File: config.mk
export PLATFORM = sky130hd
export DESIGN_NAME = mips_core
export DESIGN_NICKNAME = d
export VERILOG_FILES = /design/src/hw/isa_pkg.sv /design/src/hw/pipe_pkg.sv /design/src/hw/fetch_unit.sv /design/src/hw/decode_stage.sv /design/src/hw/reg_file.sv /design/src/hw/execute_stage.sv /design/src/hw/mem_stage.sv /design/src/hw/mips_core.sv
export SDC_FILE = /design/constraint.sdc
export NUM_CORES = 2
export LEC_CHECK = 0
export ABC_AREA = 0
export BUFFER_PORTS_ARGS = -buffer_cell sky130_fd_sc_hd__buf_4
export CORE_UTILIZATION = 44
export DETAILED_ROUTE_END_ITERATION = 7
export MAX_ROUTING_LAYER = met4
export SLEW_MARGIN = 20
export SYNTH_ARGS = -nofsm -noshare
export SYNTH_HDL_FRONTEND = slang
export SYNTH_SLANG_ARGS = --single-unit
File: constraint.sdc
create_clock -name clk -period 11.89 [get_ports clk]
set_input_delay 2.9725 -clock clk [delete_from_list [all_inputs] [get_ports clk]]
set_output_delay 2.9725 -clock clk [all_outputs]
set_load 0.02 [all_outputs]
File: src/hw/isa_pkg.sv
package isa_pkg;

	typedef logic [31:0] word_t;
	typedef logic [4:0] reg_idx_t;

	// primary opcode, inst[31:26]
	typedef enum logic [5:0] {
		op_special = 6'h00,
		op_beq     = 6'h04,
		op_bne     = 6'h05,
		op_addiu   = 6'h09,
		op_andi    = 6'h0c,
		op_ori     = 6'h0d,
		op_lui     = 6'h0f,
		op_lw      = 6'h23,
		op_sw      = 6'h2b
	} opcode_e;

	// function field of special, inst[5:0]
	typedef enum logic [5:0] {
		fn_sll  = 6'h00,
		fn_addu = 6'h21,
		fn_subu = 6'h23,
		fn_and  = 6'h24,
		fn_or   = 6'h25,
		fn_xor  = 6'h26,
		fn_slt  = 6'h2a,
		fn_sltu = 6'h2b
	} funct_e;

	typedef enum logic [3:0] {
		alu_add,
		alu_sub,
		alu_and,
		alu_or,
		alu_xor,
		alu_slt,
		alu_sltu,
		alu_sll,
		alu_lui
	} alu_op_e;

endpackage

File: src/hw/pipe_pkg.sv
package pipe_pkg;
	import isa_pkg::*;

	// fetch to decode
	typedef struct packed {
		word_t pc;
		word_t inst;
	} fetch_item_t;

	// decode to execute
	typedef struct packed {
		word_t    pc;
		alu_op_e  alu_op;
		word_t    src_a;
		word_t    src_b;
		word_t    store_data;
		reg_idx_t dest;
		logic     reg_write;
		logic     mem_read;
		logic     mem_write;
	} exec_item_t;

	// execute to memory
	typedef struct packed {
		word_t    pc;
		word_t    result;
		word_t    store_data;
		reg_idx_t dest;
		logic     reg_write;
		logic     mem_read;
		logic     mem_write;
	} mem_item_t;

	// memory to writeback
	typedef struct packed {
		word_t    pc;
		reg_idx_t dest;
		word_t    wdata;
		logic     reg_write;
	} retire_item_t;

endpackage

File: src/hw/fetch_unit.sv
module fetch_unit import isa_pkg::*, pipe_pkg::*; #(
	parameter word_t reset_pc = 32'hbfc0_0000
) (
	input  logic        clk,
	input  logic        reset,
	input  logic        de_allowin,
	input  logic        branch_taken,
	input  word_t       branch_target,
	output logic        inst_req,
	output word_t       inst_addr,
	input  word_t       inst_rdata,
	input  logic        inst_addr_ok,
	input  logic        inst_data_ok,
	output logic        fd_valid,
	output fetch_item_t fd_item
);

	word_t pc;
	word_t req_pc;
	word_t br_target;
	logic  br_pending;
	logic  data_wait;
	logic  addr_hs;
	logic  data_hs;

	// de_allowin is also high with the fd register empty, so a returned word has room
	assign inst_req  = ~data_wait & de_allowin;
	assign inst_addr = pc;
	assign addr_hs   = inst_req & inst_addr_ok;
	assign data_hs   = data_wait & inst_data_ok;

	always_ff @(posedge clk) begin
		if (reset) begin
			pc         <= reset_pc;
			data_wait  <= 1'b0;
			br_pending <= 1'b0;
		end else begin
			if (addr_hs)
				data_wait <= 1'b1;
			else if (data_hs)
				data_wait <= 1'b0;

			// an accepted request after a taken branch is its delay slot
			if (addr_hs) begin
				if (branch_taken)
					pc <= branch_target;
				else if (br_pending)
					pc <= br_target;
				else
					pc <= pc + 32'd4;
				br_pending <= 1'b0;
			end else if (branch_taken) begin
				br_pending <= 1'b1;
			end
		end
	end

	always_ff @(posedge clk) begin
		if (addr_hs)
			req_pc <= pc;
		if (branch_taken)
			br_target <= branch_target;
	end

	always_ff @(posedge clk) begin
		if (reset)
			fd_valid <= 1'b0;
		else if (data_hs)
			fd_valid <= 1'b1;
		else if (de_allowin)
			fd_valid <= 1'b0;
	end

	always_ff @(posedge clk) begin
		if (data_hs) begin
			fd_item.pc   <= req_pc;
			fd_item.inst <= inst_rdata;
		end
	end

endmodule

File: src/hw/decode_stage.sv
module decode_stage import isa_pkg::*, pipe_pkg::*; (
	input  logic        clk,
	input  logic        reset,
	input  logic        fd_valid,
	input  fetch_item_t fd_item,
	output logic        de_allowin,
	input  logic        em_allowin,
	output reg_idx_t    rs_addr,
	output reg_idx_t    rt_addr,
	input  word_t       rs_data,
	input  word_t       rt_data,
	input  reg_idx_t    e_dest,
	input  logic        e_reg_write,
	input  reg_idx_t    m_dest,
	input  word_t       m_value,
	input  logic        m_pending,
	input  reg_idx_t    w_dest,
	input  word_t       w_value,
	input  logic        w_reg_write,
	output logic        branch_taken,
	output word_t       branch_target,
	output logic        de_valid,
	output exec_item_t  de_item
);

	reg_idx_t    rd;
	logic [4:0]  shamt;
	logic [15:0] imm;
	word_t       imm_ext;
	word_t       rs_value;
	word_t       rt_value;
	alu_op_e     alu_op;
	reg_idx_t    dest;
	logic        use_imm;
	logic        zero_ext;
	logic        use_shamt;
	logic        reg_write;
	logic        mem_read;
	logic        mem_write;
	logic        use_rs;
	logic        use_rt;
	logic        is_beq;
	logic        is_bne;
	logic        stall;
	logic        leave;

	assign rs_addr = fd_item.inst[25:21];
	assign rt_addr = fd_item.inst[20:16];
	assign rd      = fd_item.inst[15:11];
	assign shamt   = fd_item.inst[10:6];
	assign imm     = fd_item.inst[15:0];
	assign imm_ext = zero_ext ? {16'h0, imm} : {{16{imm[15]}}, imm};

	always_comb begin
		alu_op    = alu_add;
		dest      = rt_addr;
		use_imm   = 1'b0;
		zero_ext  = 1'b0;
		use_shamt = 1'b0;
		reg_write = 1'b0;
		mem_read  = 1'b0;
		mem_write = 1'b0;
		use_rs    = 1'b0;
		use_rt    = 1'b0;
		is_beq    = 1'b0;
		is_bne    = 1'b0;
		case (opcode_e'(fd_item.inst[31:26]))
			op_special: begin
				dest      = rd;
				use_rs    = 1'b1;
				use_rt    = 1'b1;
				reg_write = 1'b1;
				case (funct_e'(fd_item.inst[5:0]))
					fn_addu: alu_op = alu_add;
					fn_subu: alu_op = alu_sub;
					fn_and:  alu_op = alu_and;
					fn_or:   alu_op = alu_or;
					fn_xor:  alu_op = alu_xor;
					fn_slt:  alu_op = alu_slt;
					fn_sltu: alu_op = alu_sltu;
					fn_sll: begin
						alu_op    = alu_sll;
						use_shamt = 1'b1;
						use_rs    = 1'b0;
					end
					default: begin
						use_rs    = 1'b0;
						use_rt    = 1'b0;
						reg_write = 1'b0;
					end
				endcase
			end
			op_addiu: begin
				use_imm   = 1'b1;
				use_rs    = 1'b1;
				reg_write = 1'b1;
			end
			op_andi, op_ori: begin
				alu_op    = (fd_item.inst[26]) ? alu_or : alu_and;
				use_imm   = 1'b1;
				zero_ext  = 1'b1;
				use_rs    = 1'b1;
				reg_write = 1'b1;
			end
			op_lui: begin
				alu_op    = alu_lui;
				use_imm   = 1'b1;
				reg_write = 1'b1;
			end
			op_lw: begin
				use_imm   = 1'b1;
				use_rs    = 1'b1;
				reg_write = 1'b1;
				mem_read  = 1'b1;
			end
			op_sw: begin
				use_imm   = 1'b1;
				use_rs    = 1'b1;
				use_rt    = 1'b1;
				mem_write = 1'b1;
			end
			op_beq, op_bne: begin
				use_rs = 1'b1;
				use_rt = 1'b1;
				is_beq = ~fd_item.inst[26];
				is_bne = fd_item.inst[26];
			end
			default: ;
		endcase
	end

	// memory stage first, it holds the younger result
	function automatic word_t pick(input reg_idx_t src, input word_t rf_value);
		word_t value;
		value = rf_value;
		if (src != '0 && m_dest == src)
			value = m_value;
		else if (src != '0 && w_reg_write && w_dest == src)
			value = w_value;
		return value;
	endfunction

	// no path out of execute, and a load in memory may still be waiting
	function automatic logic must_wait(input reg_idx_t src);
		return src != '0 && ((e_reg_write && e_dest == src) || (m_pending && m_dest == src));
	endfunction

	always_comb begin
		rs_value = pick(rs_addr, rs_data);
		rt_value = pick(rt_addr, rt_data);
		stall    = fd_valid && ((use_rs && must_wait(rs_addr)) || (use_rt && must_wait(rt_addr)));
	end

	assign leave         = fd_valid & ~stall & em_allowin;
	assign de_allowin    = ~fd_valid | leave;
	assign branch_target = fd_item.pc + 32'd4 + {imm_ext[29:0], 2'b00};
	assign branch_taken  = leave & ((is_beq & (rs_value == rt_value)) |
		(is_bne & (rs_value != rt_value)));

	always_ff @(posedge clk) begin
		if (reset)
			de_valid <= 1'b0;
		else if (em_allowin)
			de_valid <= leave;
	end

	always_ff @(posedge clk) begin
		if (leave) begin
			de_item.pc         <= fd_item.pc;
			de_item.alu_op     <= alu_op;
			de_item.src_a      <= use_shamt ? {27'h0, shamt} : rs_value;
			de_item.src_b      <= use_imm ? imm_ext : rt_value;
			de_item.store_data <= rt_value;
			de_item.dest       <= dest;
			// r0 results are dropped here so they never forward or trace
			de_item.reg_write  <= reg_write & (dest != '0);
			de_item.mem_read   <= mem_read;
			de_item.mem_write  <= mem_write;
		end
	end

endmodule

File: src/hw/reg_file.sv
module reg_file import isa_pkg::*; (
	input  logic     clk,
	input  reg_idx_t rs_addr,
	input  reg_idx_t rt_addr,
	output word_t    rs_data,
	output word_t    rt_data,
	input  logic     w_reg_write,
	input  reg_idx_t w_dest,
	input  word_t    w_value
);

	word_t regs [32];

	always_ff @(posedge clk) begin
		if (w_reg_write && w_dest != '0)
			regs[w_dest] <= w_value;
	end

	// entry 0 is never written, so read it as zero
	assign rs_data = (rs_addr == '0) ? '0 : regs[rs_addr];
	assign rt_data = (rt_addr == '0) ? '0 : regs[rt_addr];

endmodule

File: src/hw/execute_stage.sv
module execute_stage import isa_pkg::*, pipe_pkg::*; (
	input  logic       clk,
	input  logic       reset,
	input  logic       de_valid,
	input  exec_item_t de_item,
	output logic       em_allowin,
	input  logic       mw_allowin,
	output reg_idx_t   e_dest,
	output logic       e_reg_write,
	output logic       em_valid,
	output mem_item_t  em_item
);

	word_t a;
	word_t b;
	word_t result;

	assign a = de_item.src_a;
	assign b = de_item.src_b;

	always_comb begin
		case (de_item.alu_op)
			alu_add:  result = a + b;
			alu_sub:  result = a - b;
			alu_and:  result = a & b;
			alu_or:   result = a | b;
			alu_xor:  result = a ^ b;
			alu_slt:  result = {31'h0, $signed(a) < $signed(b)};
			alu_sltu: result = {31'h0, a < b};
			// shamt arrives in a
			alu_sll:  result = b << a[4:0];
			alu_lui:  result = {b[15:0], 16'h0};
			default:  result = a + b;
		endcase
	end

	// single cycle, never stalls on its own
	assign em_allowin  = ~de_valid | mw_allowin;
	assign e_dest      = de_item.dest;
	assign e_reg_write = de_valid & de_item.reg_write;

	always_ff @(posedge clk) begin
		if (reset)
			em_valid <= 1'b0;
		else if (mw_allowin)
			em_valid <= de_valid;
	end

	always_ff @(posedge clk) begin
		if (mw_allowin && de_valid) begin
			em_item.pc         <= de_item.pc;
			em_item.result     <= result;
			em_item.store_data <= de_item.store_data;
			em_item.dest       <= de_item.dest;
			em_item.reg_write  <= de_item.reg_write;
			em_item.mem_read   <= de_item.mem_read;
			em_item.mem_write  <= de_item.mem_write;
		end
	end

endmodule

File: src/hw/mem_stage.sv
module mem_stage import isa_pkg::*, pipe_pkg::*; (
	input  logic       clk,
	input  logic       reset,
	input  logic       em_valid,
	input  mem_item_t  em_item,
	output logic       mw_allowin,
	output logic       data_req,
	output logic       data_wr,
	output word_t      data_addr,
	output word_t      data_wdata,
	input  word_t      data_rdata,
	input  logic       data_addr_ok,
	input  logic       data_data_ok,
	output reg_idx_t   m_dest,
	output word_t      m_value,
	output logic       m_pending,
	output reg_idx_t   w_dest,
	output word_t      w_value,
	output logic       w_reg_write,
	output word_t      debug_wb_pc,
	output logic [3:0] debug_wb_rf_wen,
	output reg_idx_t   debug_wb_rf_wnum,
	output word_t      debug_wb_rf_wdata
);

	logic         is_access;
	logic         data_wait;
	logic         access_done;
	logic         stall;
	logic         w_valid;
	retire_item_t w_item;

	assign is_access   = em_valid & (em_item.mem_read | em_item.mem_write);
	assign access_done = data_wait & data_data_ok;
	assign stall       = is_access & ~access_done;
	assign mw_allowin  = ~em_valid | ~stall;

	assign data_req   = is_access & ~data_wait;
	assign data_wr    = em_item.mem_write;
	assign data_addr  = em_item.result;
	assign data_wdata = em_item.store_data;

	always_ff @(posedge clk) begin
		if (reset)
			data_wait <= 1'b0;
		else if (data_req && data_addr_ok)
			data_wait <= 1'b1;
		else if (access_done)
			data_wait <= 1'b0;
	end

	// dest reads as r0 when nothing here will write
	assign m_dest    = (em_valid && em_item.reg_write) ? em_item.dest : '0;
	assign m_value   = em_item.mem_read ? data_rdata : em_item.result;
	assign m_pending = em_valid & em_item.mem_read & ~access_done;

	always_ff @(posedge clk) begin
		if (reset)
			w_valid <= 1'b0;
		else
			w_valid <= em_valid & ~stall;
	end

	always_ff @(posedge clk) begin
		if (em_valid && !stall) begin
			w_item.pc        <= em_item.pc;
			w_item.dest      <= em_item.dest;
			w_item.wdata     <= m_value;
			w_item.reg_write <= em_item.reg_write;
		end
	end

	assign w_dest      = w_item.dest;
	assign w_value     = w_item.wdata;
	assign w_reg_write = w_valid & w_item.reg_write;

	assign debug_wb_pc       = w_item.pc;
	assign debug_wb_rf_wen   = {4{w_reg_write}};
	assign debug_wb_rf_wnum  = w_item.dest;
	assign debug_wb_rf_wdata = w_item.wdata;

endmodule

File: src/hw/mips_core.sv
module mips_core import isa_pkg::*, pipe_pkg::*; #(
	parameter word_t reset_pc = 32'hbfc0_0000
) (
	input  logic       clk,
	input  logic       reset,
	output logic       inst_req,
	output logic       inst_wr,
	output logic [1:0] inst_size,
	output word_t      inst_addr,
	output word_t      inst_wdata,
	input  word_t      inst_rdata,
	input  logic       inst_addr_ok,
	input  logic       inst_data_ok,
	output logic       data_req,
	output logic       data_wr,
	output logic [1:0] data_size,
	output word_t      data_addr,
	output word_t      data_wdata,
	input  word_t      data_rdata,
	input  logic       data_addr_ok,
	input  logic       data_data_ok,
	output word_t      debug_wb_pc,
	output logic [3:0] debug_wb_rf_wen,
	output reg_idx_t   debug_wb_rf_wnum,
	output word_t      debug_wb_rf_wdata
);

	logic        fd_valid;
	fetch_item_t fd_item;
	logic        de_allowin;
	logic        branch_taken;
	word_t       branch_target;
	reg_idx_t    rs_addr;
	reg_idx_t    rt_addr;
	word_t       rs_data;
	word_t       rt_data;
	logic        de_valid;
	exec_item_t  de_item;
	logic        em_allowin;
	reg_idx_t    e_dest;
	logic        e_reg_write;
	logic        em_valid;
	mem_item_t   em_item;
	logic        mw_allowin;
	reg_idx_t    m_dest;
	word_t       m_value;
	logic        m_pending;
	reg_idx_t    w_dest;
	word_t       w_value;
	logic        w_reg_write;

	// instruction side is read only, always full words
	assign inst_wr    = 1'b0;
	assign inst_size  = 2'b10;
	assign inst_wdata = '0;
	assign data_size  = 2'b10;

	fetch_unit #(
		.reset_pc(reset_pc)
	) fetch_unit_i (
		.clk, .reset, .de_allowin, .branch_taken, .branch_target,
		.inst_req, .inst_addr, .inst_rdata, .inst_addr_ok, .inst_data_ok,
		.fd_valid, .fd_item
	);

	decode_stage decode_stage_i (
		.clk, .reset, .fd_valid, .fd_item, .de_allowin, .em_allowin,
		.rs_addr, .rt_addr, .rs_data, .rt_data,
		.e_dest, .e_reg_write, .m_dest, .m_value, .m_pending,
		.w_dest, .w_value, .w_reg_write,
		.branch_taken, .branch_target, .de_valid, .de_item
	);

	reg_file reg_file_i (
		.clk, .rs_addr, .rt_addr, .rs_data, .rt_data,
		.w_reg_write, .w_dest, .w_value
	);

	execute_stage execute_stage_i (
		.clk, .reset, .de_valid, .de_item, .em_allowin, .mw_allowin,
		.e_dest, .e_reg_write, .em_valid, .em_item
	);

	mem_stage mem_stage_i (
		.clk, .reset, .em_valid, .em_item, .mw_allowin,
		.data_req, .data_wr, .data_addr, .data_wdata, .data_rdata,
		.data_addr_ok, .data_data_ok,
		.m_dest, .m_value, .m_pending, .w_dest, .w_value, .w_reg_write,
		.debug_wb_pc, .debug_wb_rf_wen, .debug_wb_rf_wnum, .debug_wb_rf_wdata
	);

endmodule

==> impl_metrics.ini <==
[run_status]
status = finished clean

[synth]
synthXorXnorAreaFrac_pct = 1.25
syn_avg_cell_area_um2 = 15.3
syn_inst = 5008
syn_area_um2 = 76600
synth-edff-count = 1466
synth_compound_area_share_pct = 8.26
ys_ff_latch = 1515
synth.area.mux_share_pct = 19.1
ys_async_sr_fraction_pct = 0
synth.distinct_cells = 98
synth_top_family_by_area = multiplexers
seq_area_frac_synth_pct = 58.7
yosysWarnings = 0
synth_fa_ha_area_share_pct = 2.61
ys.flop_type = edfxtp_1
synthSimpleGateAreaFrac_pct = 5.40

[timing]
rsz0062_at_grt = no
final_hold_viol_count = 0
worst_slew_pin_slew_ns = 1.17
fin_tns_setup_ns = 0
fmax_mhz = 132
finalCritPeriodShare_pct = 63.5
relSlewSlack_pct = 21.6
finalClockSkew_ns = 0.0523
fin_crit_ns = 7.55
setup-violations-final = 0
maxSlewViolCount = 0

[routing]
drtIter0Drc = 6359
wl_per_cell_um = 33.7
top_layer = met4
drc_errors = 0
wl_met3_um = 22900
wl_um = 256000
met1_length_um = 97300
wl_met2_um = 122000
route.vias.total = 49100
drt_first_pass_iters = 6
vias_per_cell = 6.48
drtAntennaViolNets = 0

[global_route]
antenna_found_initial = 5
grt_pass1_wl_um = 357000
grt_pass1_vias = 47500
grt_overflow = 0
grt_start_max_net_pins = 111
track_usage_pct = 29.7

[clock_tree]
post_cts_buffers = 0
clock_sinks = 1515
clockBufferDepth = 3
clockRootBuffer = clkbuf_16
tritoncts = built
cts_hold_buf = 0
htreeDepth = 4
clock_latency_ns = 0.85
cts_resized = 0
cts_made_buffers = 163
path_clk_slew_ns = 0.06

[power]
netSwitchingPower_uw = 3040
peakVddDrop_mv = 0.111
internal_power_uw = 9180
p_seq_share_pct = 48.9
clock_power_share_pct = 40.7
p_per_area_nw_per_um2 = 143
p_sw_share_pct = 24.9
combPwrFrac_pct = 10.4
p_leak_uw = 0.0289

[place]
io_buffers = 241
dp.cells = 7273
dp_hpwl_um = 163000
globalplace.congestion = 0.941

[floorplanning]
die_w_um = 419
rows = 152
start_util_pct = 44.5
coreArea_um2 = 172000
die_area_um2 = 176000
fp.dieH_um = 419
ios = 279

[worst_setup_path]
crit_path_start_kind = input port
arrival_ns = 4.58
reg2reg_depth = 16
endpoint_kind = primary output
worstSetupPathType = in2out
cp.required_ns = 8.92
cp_max_fo = 5

[worst_hold_path]
hold_depth = 0
hp-class = reg2reg

[run]
drv_cap = 0

[layout]
final_nets = 5361
fin_cells = 7575
final_cell_mix = edfxtp_1, mux4_2, buf_4
drive_gt1_share_pct = 25.4
layout_commonest_cell = edfxtp_1
syn_to_final_growth_pct = 11.6
power groups by stage:
stage	sequential [uW]	combinational [uW]	clock, uW
global route	5980	1340	5230
global placement	6090	1240	0
CTS	5980	1250	5040
detailed placement	6090	1240	0
finish	5980	1270	4970
floorplan	6040	866	0
layout make-up:
| cell class | count | area [um2] |
|---|---|---|
| flip-flops and latches | 1515 | 45000 |
| repair buffers | 390 | 3050 |
| clock buffers | 204 | 4320 |
| well taps | 2310 | 2890 |
| diodes | 3 | 7.51 |
| multi-input cells | 2882 | 28700 |
| fillers | 14400 | 86800 |
| clock inverters | 89 | 843 |
| inverters | 182 | 692 |
synthesized netlist by cell type, drive strengths merged (21+ instances only):
master	number	area [um2]
a211oi	39	293
a21o	24	180
a21oi	188	945
a221oi	57	499
a22o	32	280
a22oi	78	586
a31oi	47	300
and2	22	138
and3	26	163
buf	322	2200
clkbuf	174	653
dfxtp	49	981
edfxtp	1466	44000
ha	154	1930
inv	178	668
mux2	57	642
mux2i	144	1440
mux4	558	12600
nand2	255	960
nand2b	32	200
nand3	52	265
nand4	27	169
nor2	245	920
nor2b	31	194
nor3	79	412
nor4	26	163
o211ai	28	210
o21ai	140	701
o21bai	21	158
o221ai	22	199
o22ai	75	469
o31ai	23	191
xnor2	66	578
xor2	43	377
final timing paths:
check	from	to	slack (ns)
hold reg to reg	fetch_unit_i.req_pc[27]	fetch_unit_i.fd_item[59]	0.41
setup reg to reg	register	fetch_unit_i.inst_addr[16]	4.41
hold / removal	fetch_unit_i.req_pc[27]	fetch_unit_i.fd_item[59]	0.41
setup / recovery	data_data_ok	inst_req	4.34
registers in the layout (all words and copies together), names as in the netlist, 5 cells and up, named ones only:
name and cells:
decode_stage_i.de_item 140, execute_stage_i.em_item 104, mem_stage_i.debug_wb_pc 32, fetch_unit_i.req_pc 32
fetch_unit_i.inst_addr 32, fetch_unit_i.fd_item 64, mem_stage_i.debug_wb_rf_wdata 32, fetch_unit_i.br_target 32
reg_file_i.regs 1024, mem_stage_i.debug_wb_rf_wnum 5
per-layer routing:
layer  up-vias  GRT usage [%]
met3       535           5.80
li1      20200              -
met2      2677           46.4
met5         -              -
met4         0           13.3
met1     25700           37.8
critical path, stage by stage:
cell and delay, ns:
buf_4 0.09, nand2_1 0.06, nand3_1 0.13, nor3_1 0.07
o221a_2 0.29, or2_2 0.38, a21oi_1 0.37, buf_4 0.22
logic make-up after synthesis:
group,after synthesis
other cells,2
buf+inv,678
fa+ha+maj,158
simple gates,869
flops,1515
mux,759
xor+xnor,109
compound gates,918
metrics by stage:
step                      total power (uW)  worst slack (ns)  cell area [um2]  hold WS [ns]  util, %
after detailed placement              7340              4.21            80200         0.405     46.6
after floorplan                       6910              4.71            76900         0.400        -
after global placement                7330              4.27            80200         0.400     46.6
final                                12200              4.34            85500         0.409     49.6
after CTS                            12300              4.34            85400         0.411     49.6
after global routing                 12600              4.15            85500         0.421     49.6
Note: power is estimated with default switching activity, not from simulation.
